--- config.mk ---
export PLATFORM = sky130hd
export DESIGN_NAME = hdmi_display_top
export DESIGN_NICKNAME = d
export VERILOG_FILES = /design/src/logic/hdmi_pkg.sv /design/src/logic/frame_buffer.sv /design/src/logic/hdmi_display_top.sv /design/src/logic/tmds_encoder.sv /design/src/logic/video_timing.sv
export VERILOG_INCLUDE_DIRS = /design/src /design/src/logic
export SDC_FILE = /design/constraint.sdc
export NUM_CORES = 2
export LEC_CHECK = 0
export BUFFER_PORTS_ARGS = -buffer_cell sky130_fd_sc_hd__buf_2
export CAP_MARGIN = 0
export CORE_AREA = 5 5 537 539
export DETAILED_ROUTE_END_ITERATION = 16
export DIE_AREA = 0 0 542 544
export PLACE_DENSITY = 0.6
export RECOVER_POWER = 50
export SKIP_LAST_GASP = 1
export SYNTH_ARGS = -nofsm -noshare
export SYNTH_HDL_FRONTEND = slang
export SYNTH_SLANG_ARGS = --single-unit
export TNS_END_PERCENT = 10
--- constraint.sdc ---
create_clock -name pixel_clk -period 10.3 [get_ports pixel_clk]
set_input_delay 0.515 -clock pixel_clk [delete_from_list [all_inputs] [get_ports pixel_clk]]
set_output_delay 0.515 -clock pixel_clk [all_outputs]
set_load 0.05 [all_outputs]
--- src/logic/hdmi_defines.svh ---
// frame geometry, frame buffer size and tmds control symbols
`ifndef HDMI_DEFINES_SVH
`define HDMI_DEFINES_SVH

// horizontal geometry in pixels
`define H_ACTIVE 16
`define H_FRONT  2
`define H_SYNC   4
`define H_BACK   2
`define H_TOTAL  (`H_ACTIVE + `H_FRONT + `H_SYNC + `H_BACK)

// vertical geometry in lines
`define V_ACTIVE 8
`define V_FRONT  1
`define V_SYNC   2
`define V_BACK   1
`define V_TOTAL  (`V_ACTIVE + `V_FRONT + `V_SYNC + `V_BACK)

// frame buffer holds H_ACTIVE x V_ACTIVE words
`define FB_ADDR_W 7
`define FB_DEPTH  (`H_ACTIVE * `V_ACTIVE)

// control symbols, suffix is {vsync, hsync}
`define CTRL_00 10'b1101010100
`define CTRL_01 10'b0010101011
`define CTRL_10 10'b0101010100
`define CTRL_11 10'b1010101011

`endif

--- src/logic/hdmi_pkg.sv ---
// colour, frame buffer write, sync and tmds encoder types
`default_nettype none

`include "hdmi_defines.svh"

package hdmi_pkg;

    // one pixel, 8 bits per colour
    typedef struct packed {
        logic [7:0] red;
        logic [7:0] green;
        logic [7:0] blue;
    } rgb_t;

    // frame buffer write strobe
    typedef struct packed {
        logic                  we;
        logic [`FB_ADDR_W-1:0] addr;
        rgb_t                  pixel;
    } fb_write_t;

    typedef struct packed {
        logic de;
        logic hsync;
        logic vsync;
    } sync_t;

    // control view of an encoder input word
    typedef struct packed {
        logic [5:0] pad;
        logic       vsync;
        logic       hsync;
    } ctrl_bits_t;

    // pixel byte when de is high, control bits when de is low
    typedef union packed {
        logic [7:0] data;
        ctrl_bits_t ctrl;
    } tmds_word_u;

    typedef struct packed {
        logic       de;
        tmds_word_u word;
    } tmds_in_t;

    // ch0 is blue, ch1 green, ch2 red
    typedef struct packed {
        logic [9:0] ch2;
        logic [9:0] ch1;
        logic [9:0] ch0;
    } tmds_sym_t;

endpackage

`default_nettype wire

--- src/logic/frame_buffer.sv ---
// dual-port pixel memory with strobed write and registered read
`default_nettype none

`include "hdmi_defines.svh"

module frame_buffer
    import hdmi_pkg::*;
(
    input  wire logic                  pixel_clk,
    input  wire fb_write_t             fb_wr_i,
    input  wire logic [`FB_ADDR_W-1:0] rd_addr_i,
    output rgb_t                       rd_pixel_o
);

    // one rgb word per active pixel
    rgb_t mem [`FB_DEPTH];

    // write port
    always_ff @(posedge pixel_clk) begin
        if (fb_wr_i.we) begin
            mem[fb_wr_i.addr] <= fb_wr_i.pixel;
        end
    end

    // read port, old data on a same-cycle write to the same address
    always_ff @(posedge pixel_clk) begin
        rd_pixel_o <= mem[rd_addr_i];
    end

endmodule

`default_nettype wire

--- src/logic/hdmi_display_top.sv ---
// hdmi pixel path top with timing, frame buffer and three tmds encoders
`default_nettype none

`include "hdmi_defines.svh"

module hdmi_display_top
    import hdmi_pkg::*;
(
    input  wire logic      pixel_clk,
    input  wire logic      external_resetn,
    input  wire fb_write_t fb_wr_i,
    output tmds_sym_t      tmds_o
);

    logic [`FB_ADDR_W-1:0] rd_addr;
    sync_t                 sync;
    rgb_t                  rd_pixel;
    ctrl_bits_t            blue_ctrl;
    tmds_in_t              tin_blue;
    tmds_in_t              tin_green;
    tmds_in_t              tin_red;

    video_timing u_timing (
        .pixel_clk       (pixel_clk),
        .external_resetn (external_resetn),
        .sync_o          (sync),
        .rd_addr_o       (rd_addr)
    );

    frame_buffer u_fb (
        .pixel_clk  (pixel_clk),
        .fb_wr_i    (fb_wr_i),
        .rd_addr_i  (rd_addr),
        .rd_pixel_o (rd_pixel)
    );

    // syncs ride on the blue lane only
    assign blue_ctrl = '{pad: 6'b0, vsync: sync.vsync, hsync: sync.hsync};

    assign tin_blue.de    = sync.de;
    assign tin_blue.word  = sync.de ? rd_pixel.blue : blue_ctrl;
    assign tin_green.de   = sync.de;
    assign tin_green.word = sync.de ? rd_pixel.green : 8'h00;
    assign tin_red.de     = sync.de;
    assign tin_red.word   = sync.de ? rd_pixel.red : 8'h00;

    tmds_encoder u_enc_blue (
        .pixel_clk       (pixel_clk),
        .external_resetn (external_resetn),
        .tin_i           (tin_blue),
        .sym_o           (tmds_o.ch0)
    );

    tmds_encoder u_enc_green (
        .pixel_clk       (pixel_clk),
        .external_resetn (external_resetn),
        .tin_i           (tin_green),
        .sym_o           (tmds_o.ch1)
    );

    tmds_encoder u_enc_red (
        .pixel_clk       (pixel_clk),
        .external_resetn (external_resetn),
        .tin_i           (tin_red),
        .sym_o           (tmds_o.ch2)
    );

endmodule

`default_nettype wire

--- src/logic/tmds_encoder.sv ---
// tmds 8b/10b channel encoder with running disparity and control symbols
`default_nettype none

`include "hdmi_defines.svh"

module tmds_encoder
    import hdmi_pkg::*;
(
    input  wire logic     pixel_clk,
    input  wire logic     external_resetn,
    input  wire tmds_in_t tin_i,
    output logic [9:0]    sym_o
);

    logic [7:0]        d;
    logic [3:0]        n1_d;
    logic [3:0]        n1_q;
    logic [3:0]        n0_q;
    logic              use_xnor;
    logic [8:0]        q_m;
    logic signed [4:0] balance;
    logic signed [4:0] disparity;
    logic signed [4:0] disparity_next;
    logic [9:0]        sym_next;

    function automatic logic [3:0] count_ones(input logic [7:0] v);
        logic [3:0] n;
        n = '0;
        for (int i = 0; i < 8; i++) begin
            n = n + {3'b000, v[i]};
        end
        return n;
    endfunction

    assign d    = tin_i.word.data;
    assign n1_d = count_ones(d);

    // xnor chain gives fewer transitions for bytes heavy in ones
    assign use_xnor = (n1_d > 4'd4) || ((n1_d == 4'd4) && !d[0]);

    always_comb begin
        q_m[0] = d[0];
        for (int i = 1; i < 8; i++) begin
            q_m[i] = use_xnor ? ~(q_m[i-1] ^ d[i]) : (q_m[i-1] ^ d[i]);
        end
        q_m[8] = ~use_xnor;
    end

    assign n1_q    = count_ones(q_m[7:0]);
    assign n0_q    = 4'd8 - n1_q;
    // ones minus zeros of the chain output
    assign balance = $signed({1'b0, n1_q}) - $signed({1'b0, n0_q});

    always_comb begin
        sym_next       = `CTRL_00;
        disparity_next = disparity;
        if (!tin_i.de) begin
            // blanking, disparity starts over
            disparity_next = '0;
            case ({tin_i.word.ctrl.vsync, tin_i.word.ctrl.hsync})
                2'b00:   sym_next = `CTRL_00;
                2'b01:   sym_next = `CTRL_01;
                2'b10:   sym_next = `CTRL_10;
                default: sym_next = `CTRL_11;
            endcase
        end else if ((disparity == 0) || (balance == 0)) begin
            // no bias either way, bit 9 just flags xor vs xnor
            sym_next[9]   = ~q_m[8];
            sym_next[8]   = q_m[8];
            sym_next[7:0] = q_m[8] ? q_m[7:0] : ~q_m[7:0];
            if (q_m[8]) begin
                disparity_next = disparity + balance;
            end else begin
                disparity_next = disparity - balance;
            end
        end else if (((disparity > 0) && (balance > 0)) ||
                     ((disparity < 0) && (balance < 0))) begin
            // invert to pull the line back towards zero
            sym_next[9]    = 1'b1;
            sym_next[8]    = q_m[8];
            sym_next[7:0]  = ~q_m[7:0];
            disparity_next = disparity + (q_m[8] ? 5'sd2 : 5'sd0) - balance;
        end else begin
            sym_next[9]    = 1'b0;
            sym_next[8]    = q_m[8];
            sym_next[7:0]  = q_m[7:0];
            disparity_next = disparity - (q_m[8] ? 5'sd0 : 5'sd2) + balance;
        end
    end

    always_ff @(posedge pixel_clk or negedge external_resetn) begin
        if (!external_resetn) begin
            sym_o     <= `CTRL_00;
            disparity <= '0;
        end else begin
            sym_o     <= sym_next;
            disparity <= disparity_next;
        end
    end

endmodule

`default_nettype wire

--- src/logic/video_timing.sv ---
// video timing generator with raster counters, sync decode and frame buffer address
`default_nettype none

`include "hdmi_defines.svh"

module video_timing
    import hdmi_pkg::*;
(
    input  wire logic                  pixel_clk,
    input  wire logic                  external_resetn,
    output sync_t                      sync_o,
    output logic [`FB_ADDR_W-1:0]      rd_addr_o
);

    localparam int H_W = $clog2(`H_TOTAL);
    localparam int V_W = $clog2(`V_TOTAL);
    localparam int AW  = `FB_ADDR_W;

    // region boundaries at counter width
    localparam logic [H_W-1:0] H_ACT  = H_W'(`H_ACTIVE);
    localparam logic [H_W-1:0] HS_BEG = H_W'(`H_ACTIVE + `H_FRONT);
    localparam logic [H_W-1:0] HS_END = H_W'(`H_ACTIVE + `H_FRONT + `H_SYNC);
    localparam logic [H_W-1:0] H_LAST = H_W'(`H_TOTAL - 1);

    localparam logic [V_W-1:0] V_ACT  = V_W'(`V_ACTIVE);
    localparam logic [V_W-1:0] VS_BEG = V_W'(`V_ACTIVE + `V_FRONT);
    localparam logic [V_W-1:0] VS_END = V_W'(`V_ACTIVE + `V_FRONT + `V_SYNC);
    localparam logic [V_W-1:0] V_LAST = V_W'(`V_TOTAL - 1);

    logic [H_W-1:0] h_cnt;
    logic [V_W-1:0] v_cnt;
    logic           h_last;
    logic           v_last;
    sync_t          sync_c;

    assign h_last = (h_cnt == H_LAST);
    assign v_last = (v_cnt == V_LAST);

    // column counter wraps every line, line counter every frame
    always_ff @(posedge pixel_clk or negedge external_resetn) begin
        if (!external_resetn) begin
            h_cnt <= '0;
            v_cnt <= '0;
        end else begin
            if (h_last) begin
                h_cnt <= '0;
                if (v_last) begin
                    v_cnt <= '0;
                end else begin
                    v_cnt <= v_cnt + 1'b1;
                end
            end else begin
                h_cnt <= h_cnt + 1'b1;
            end
        end
    end

    // region decode for the current counter position
    assign sync_c.de    = (h_cnt < H_ACT) && (v_cnt < V_ACT);
    assign sync_c.hsync = (h_cnt >= HS_BEG) && (h_cnt < HS_END);
    assign sync_c.vsync = (v_cnt >= VS_BEG) && (v_cnt < VS_END);

    // linear address, row major, only meaningful inside the active area
    assign rd_addr_o = AW'(int'(v_cnt) * `H_ACTIVE + int'(h_cnt));

    // one stage to line up with the registered memory read
    always_ff @(posedge pixel_clk or negedge external_resetn) begin
        if (!external_resetn) begin
            sync_o <= '0;
        end else begin
            sync_o <= sync_c;
        end
    end

endmodule

`default_nettype wire
==> metrics.md <==
| Metric | Value |
|---|---|
| Worst path top cell family by delay | adder cells |
| Initial antenna violation count | 34 |
| Drt wl/cell | 32.7 um |
| Drt drc | 0 |
| Clock transition at path regs | 60 ps |
| Cells after Synth | 5783 |
| Setup crit end kind | flop |
| Net switching power | 5510 uW |
| Fraction of layout cells with a size suffix above 1 | 26.0% |
| Main combinational cell family by area after synthesis | multiplexers |
| CTS tree | yes |
| #FFs+latches synth | 3153 |
| WL final | 332 mm |
| Worst Skew | 37.7 ps |
| Internal Power | 20800 uW |
| DR pass1 iterations | 6 |
| RR Startpoint | u_timing.sync_o[2]$_DFF_PN0_ |
| Worst IR Drop VDD | 0.000120 V |
| Clock power frac | 43.4% |
| RD Place Congestion | 0.872 |
| Sw frac | 20.9% |
| Post-synthesis sequential area ratio | 76.0% |
| I/O pin cnt | 64 |
| Clk sinks | 3153 |
| Path category of the worst min-delay check | input port to flop |
| Layout Nets | 6275 |
| R2R setup slack | 850 ps |
| Commonest cells after routing, fill and taps aside | edfxtp_1, mux4_2, clkbuf_16 |
| Commonest non-fill, non-tap cell in the layout | edfxtp_1 |
| Failing checks | max-capacitance violations, max-slew violations |
| Filler cell count | 22800 |
| Synthesized Nets | 5937 |
| Period utilization | 91.7% |
| Largest net degree at the start of global routing | 97 |
| GRT Util Overall | 22.2% |
| Worst path buffer plus inverter count | 8 |
| Worst Setup SP | u_timing.sync_o[2]$_DFF_PN0_ |
| Setup CP Type | flop to flop |
| Synthesized area | 0.124 mm2 |
| FMAX | 0.106 GHz |
| Final setup TNS | 0 ps |
| Leak | 0.0439 uW |
| Die height | 544 um |
| CP dominant cell by count | fa_1 |
| Setup Fix Bufs, Post-CTS | 0 |
| Slowest CP cell | dfrtp_2 |
| R2R Path End | u_enc_green.sym_o[7]$_DFF_PN0_ |
| Via-to-Cell Ratio | 6.04 |
| Worst-case reg-to-reg path depth | 34 |
| Status | finished, violations left |
| Mux share of post-synthesis cell area | 15.4% |
| YS warnings | 0 |
| Final hold vios | 0 |
| Pins Over Slew Limit | 3336 |
| Core footprint | 0.283 mm2 |
| Worst-path fanout max | 24 |
| CTS Buf Count | 330 |
| Htree depth | 5 |
| Root buffer cell | clkbuf_16 |
| Worst setup endpoint | u_enc_green.sym_o[7]$_DFF_PN0_ |
| Critical Path Stages | 34 |
| Post-DRT Antenna Nets | 0 |
| Number of global-route vias before repair | 61300 |
| Reg power frac | 53.9% |
| Initial Utilization | 43.7% |
| Mapped Avg Cell Area | 21.4 um2 |
| Placed Cells | 9550 |
| Power Density | 188 mW/mm2 |
| RSZ-0062 raised after global routing | no |
| Post-Layout Cell Count | 10200 |
| Dpl hpwl | 196 mm |
| Post-synth EDFFs | 3072 |
| Worst Path Required | 11110 ps |
| Max incr delay on CP | 540 ps |
| Final setup viols | 0 |
| Post-synthesis cell type count | 78 |
| Setup crit start kind | flop |
| Clock Path Buffers | 4 |
| Min Tclk post-route | 9450 ps |
| Area added between synthesis and finish | 12.9% |
| Top FF cell, synth | edfxtp_1 |
| Compound-Gate Fraction of Synth Area | 2.94% |
| Adder and majority gate portion of the synthesized area | 1.43% |
| Die ar. | 0.295 mm2 |
| I/O Buffers | 63 |
| Worst-margin pin slew | 4740 ps |
| Via count | 61400 |
| Clk Latency, worst-skew pair | 920 ps |
| Simple-Gate Fraction of Synth Area | 1.89% |
| Combinational power share | 2.8% |
| Std cell rows | 196 |
| First-pass GRT wire length | 468 mm |
| Grt ovf | 0 |
| Die W | 542 um |
| Slew HR | -216% |
| Max Cap Viol | 56 |
| Post-synthesis async set-or-reset flop share | 1.81% |
| Post-Synth XOR/XNOR Area | 0.696% |
| Critical Path AT | 10250 ps |
| Iteration-0 DRC Markers | 7425 |
## registers in the layout, indices dropped and copies added, names as in the netlist
name / cells
u_fb.rd_pixel_o: 24
u_timing.sync_o: 3
u_enc_red.sym_o: 10
u_enc_blue.disparity: 5
u_enc_green.disparity: 5
u_enc_blue.sym_o: 10
u_enc_green.sym_o: 10
u_fb.mem: 3072
u_timing.h_cnt: 5
u_enc_red.disparity: 5
u_timing.v_cnt: 4
## metal layers
metal  share of wire, %  track usage [%]  vias up  wire length [um]
li1                   -                -    24800                 -
met1                 40             31.5    33200            134000
met2                 46             34.4     2925            154000
met3                9.2             4.71      536             30700
met4                4.1             8.18        6             13500
met5              0.012                0        -                41
## what timing repair did
action                                  in CTS  in global routing
hold buffers                                 1                  0
endpoints found under the hold margin       42                  0
endpoints found under the setup margin       0                  1
gates resized for setup                      0                  1
## how the worst min path moves through the flow
stage	start	cells after the start	end
finish	fb_wr_i[27]	3	u_fb.mem[89][1]$_DFFE_PP_
global route	fb_wr_i[24]	3	u_fb.mem[86][5]$_DFFE_PP_
CTS	fb_wr_i[9]	1	u_fb.mem[50][9]$_DFFE_PP_
detailed placement	u_fb.rd_pixel_o[0]$_DFF_P_	1	u_enc_blue.sym_o[0]$_DFF_PN0_
global placement	u_fb.rd_pixel_o[0]$_DFF_P_	1	u_enc_blue.sym_o[0]$_DFF_PN0_
floorplan	external_resetn	0	u_enc_blue.disparity[0]$_DFF_PN0_
## cells by family (layout without fill, tap and decap cells)
logic type,count (synthesis),in the layout
buffers and inverters,404,1014
multiplexers,961,961
AO/OA/AOI/OAI,535,535
XOR/XNOR,92,92
adder cells (fa/ha/maj),120,120
AND/OR/NAND/NOR,518,518
flip-flops,3153,3153
other,0,17
## power by group through the flow
stage	clock, uW	sequential (uW)	combinational, uW
6_report	11400	14200	732
5_1_grt	12100	14200	807
4_1_cts	11600	14100	747
3_5_place_dp	0	14400	746
3_3_place_gp	0	14400	719
2_1_floorplan	0	14400	373
## synthesized netlist by cell type (41+ instances only)
cell type,number,area (um2)
buf_4,54,405
o22ai_1,105,657
clkbuf_1,92,345
ha_1,84,1050
edfxtp_1,3072,92200
nand3_1,41,205
nand2_1,144,541
o21ai_0,76,380
a22oi_1,87,653
dfrtp_1,42,1050
mux4_2,750,16900
mux2i_1,172,1720
buf_2,99,495
nor2_1,208,781
xnor2_1,64,561
inv_1,100,375
a21oi_1,83,415
## cell type report
class                           count  area, um2  share of cell area (%)
Tap cell                         3762       4710                    3.36
Multi-Input combinational cell   2226      28100                    20.1
Antenna cell                       17       42.5                  0.0304
Clock buffer                      431       8710                    6.23
Sequential cell                  3153      94200                    67.3
Inverter                          102        383                   0.274
Timing Repair Buffer              308       2130                    1.52
Clock inverter                    173       1610                    1.15
## through the flow
stage / cell area [um2] / setup slack, ps / hold slack (ps) / total power [uW] / util (%)
floorplan: 124000 / 873 / 219 / 14800 / -
global placement: 130000 / 723 / 416 / 15100 / 45.8
detailed placement: 130000 / 647 / 435 / 15200 / 45.8
CTS: 140000 / 616 / 26.0 / 26500 / 49.4
global route: 140000 / 146 / 434 / 27100 / 49.3
finish: 140000 / 853 / 432 / 26300 / 49.3
## worst register-to-register path, delay by kind of cell, from the launching register on
family	cells	cell delay [ps]
compound gates	3	1000
xor+xnor	2	470
fa+ha+maj	13	5070
buf+inv	8	930
flops	1	540
mux	1	260
simple gates	7	1110
Note: power is estimated with default switching activity, not from simulation.
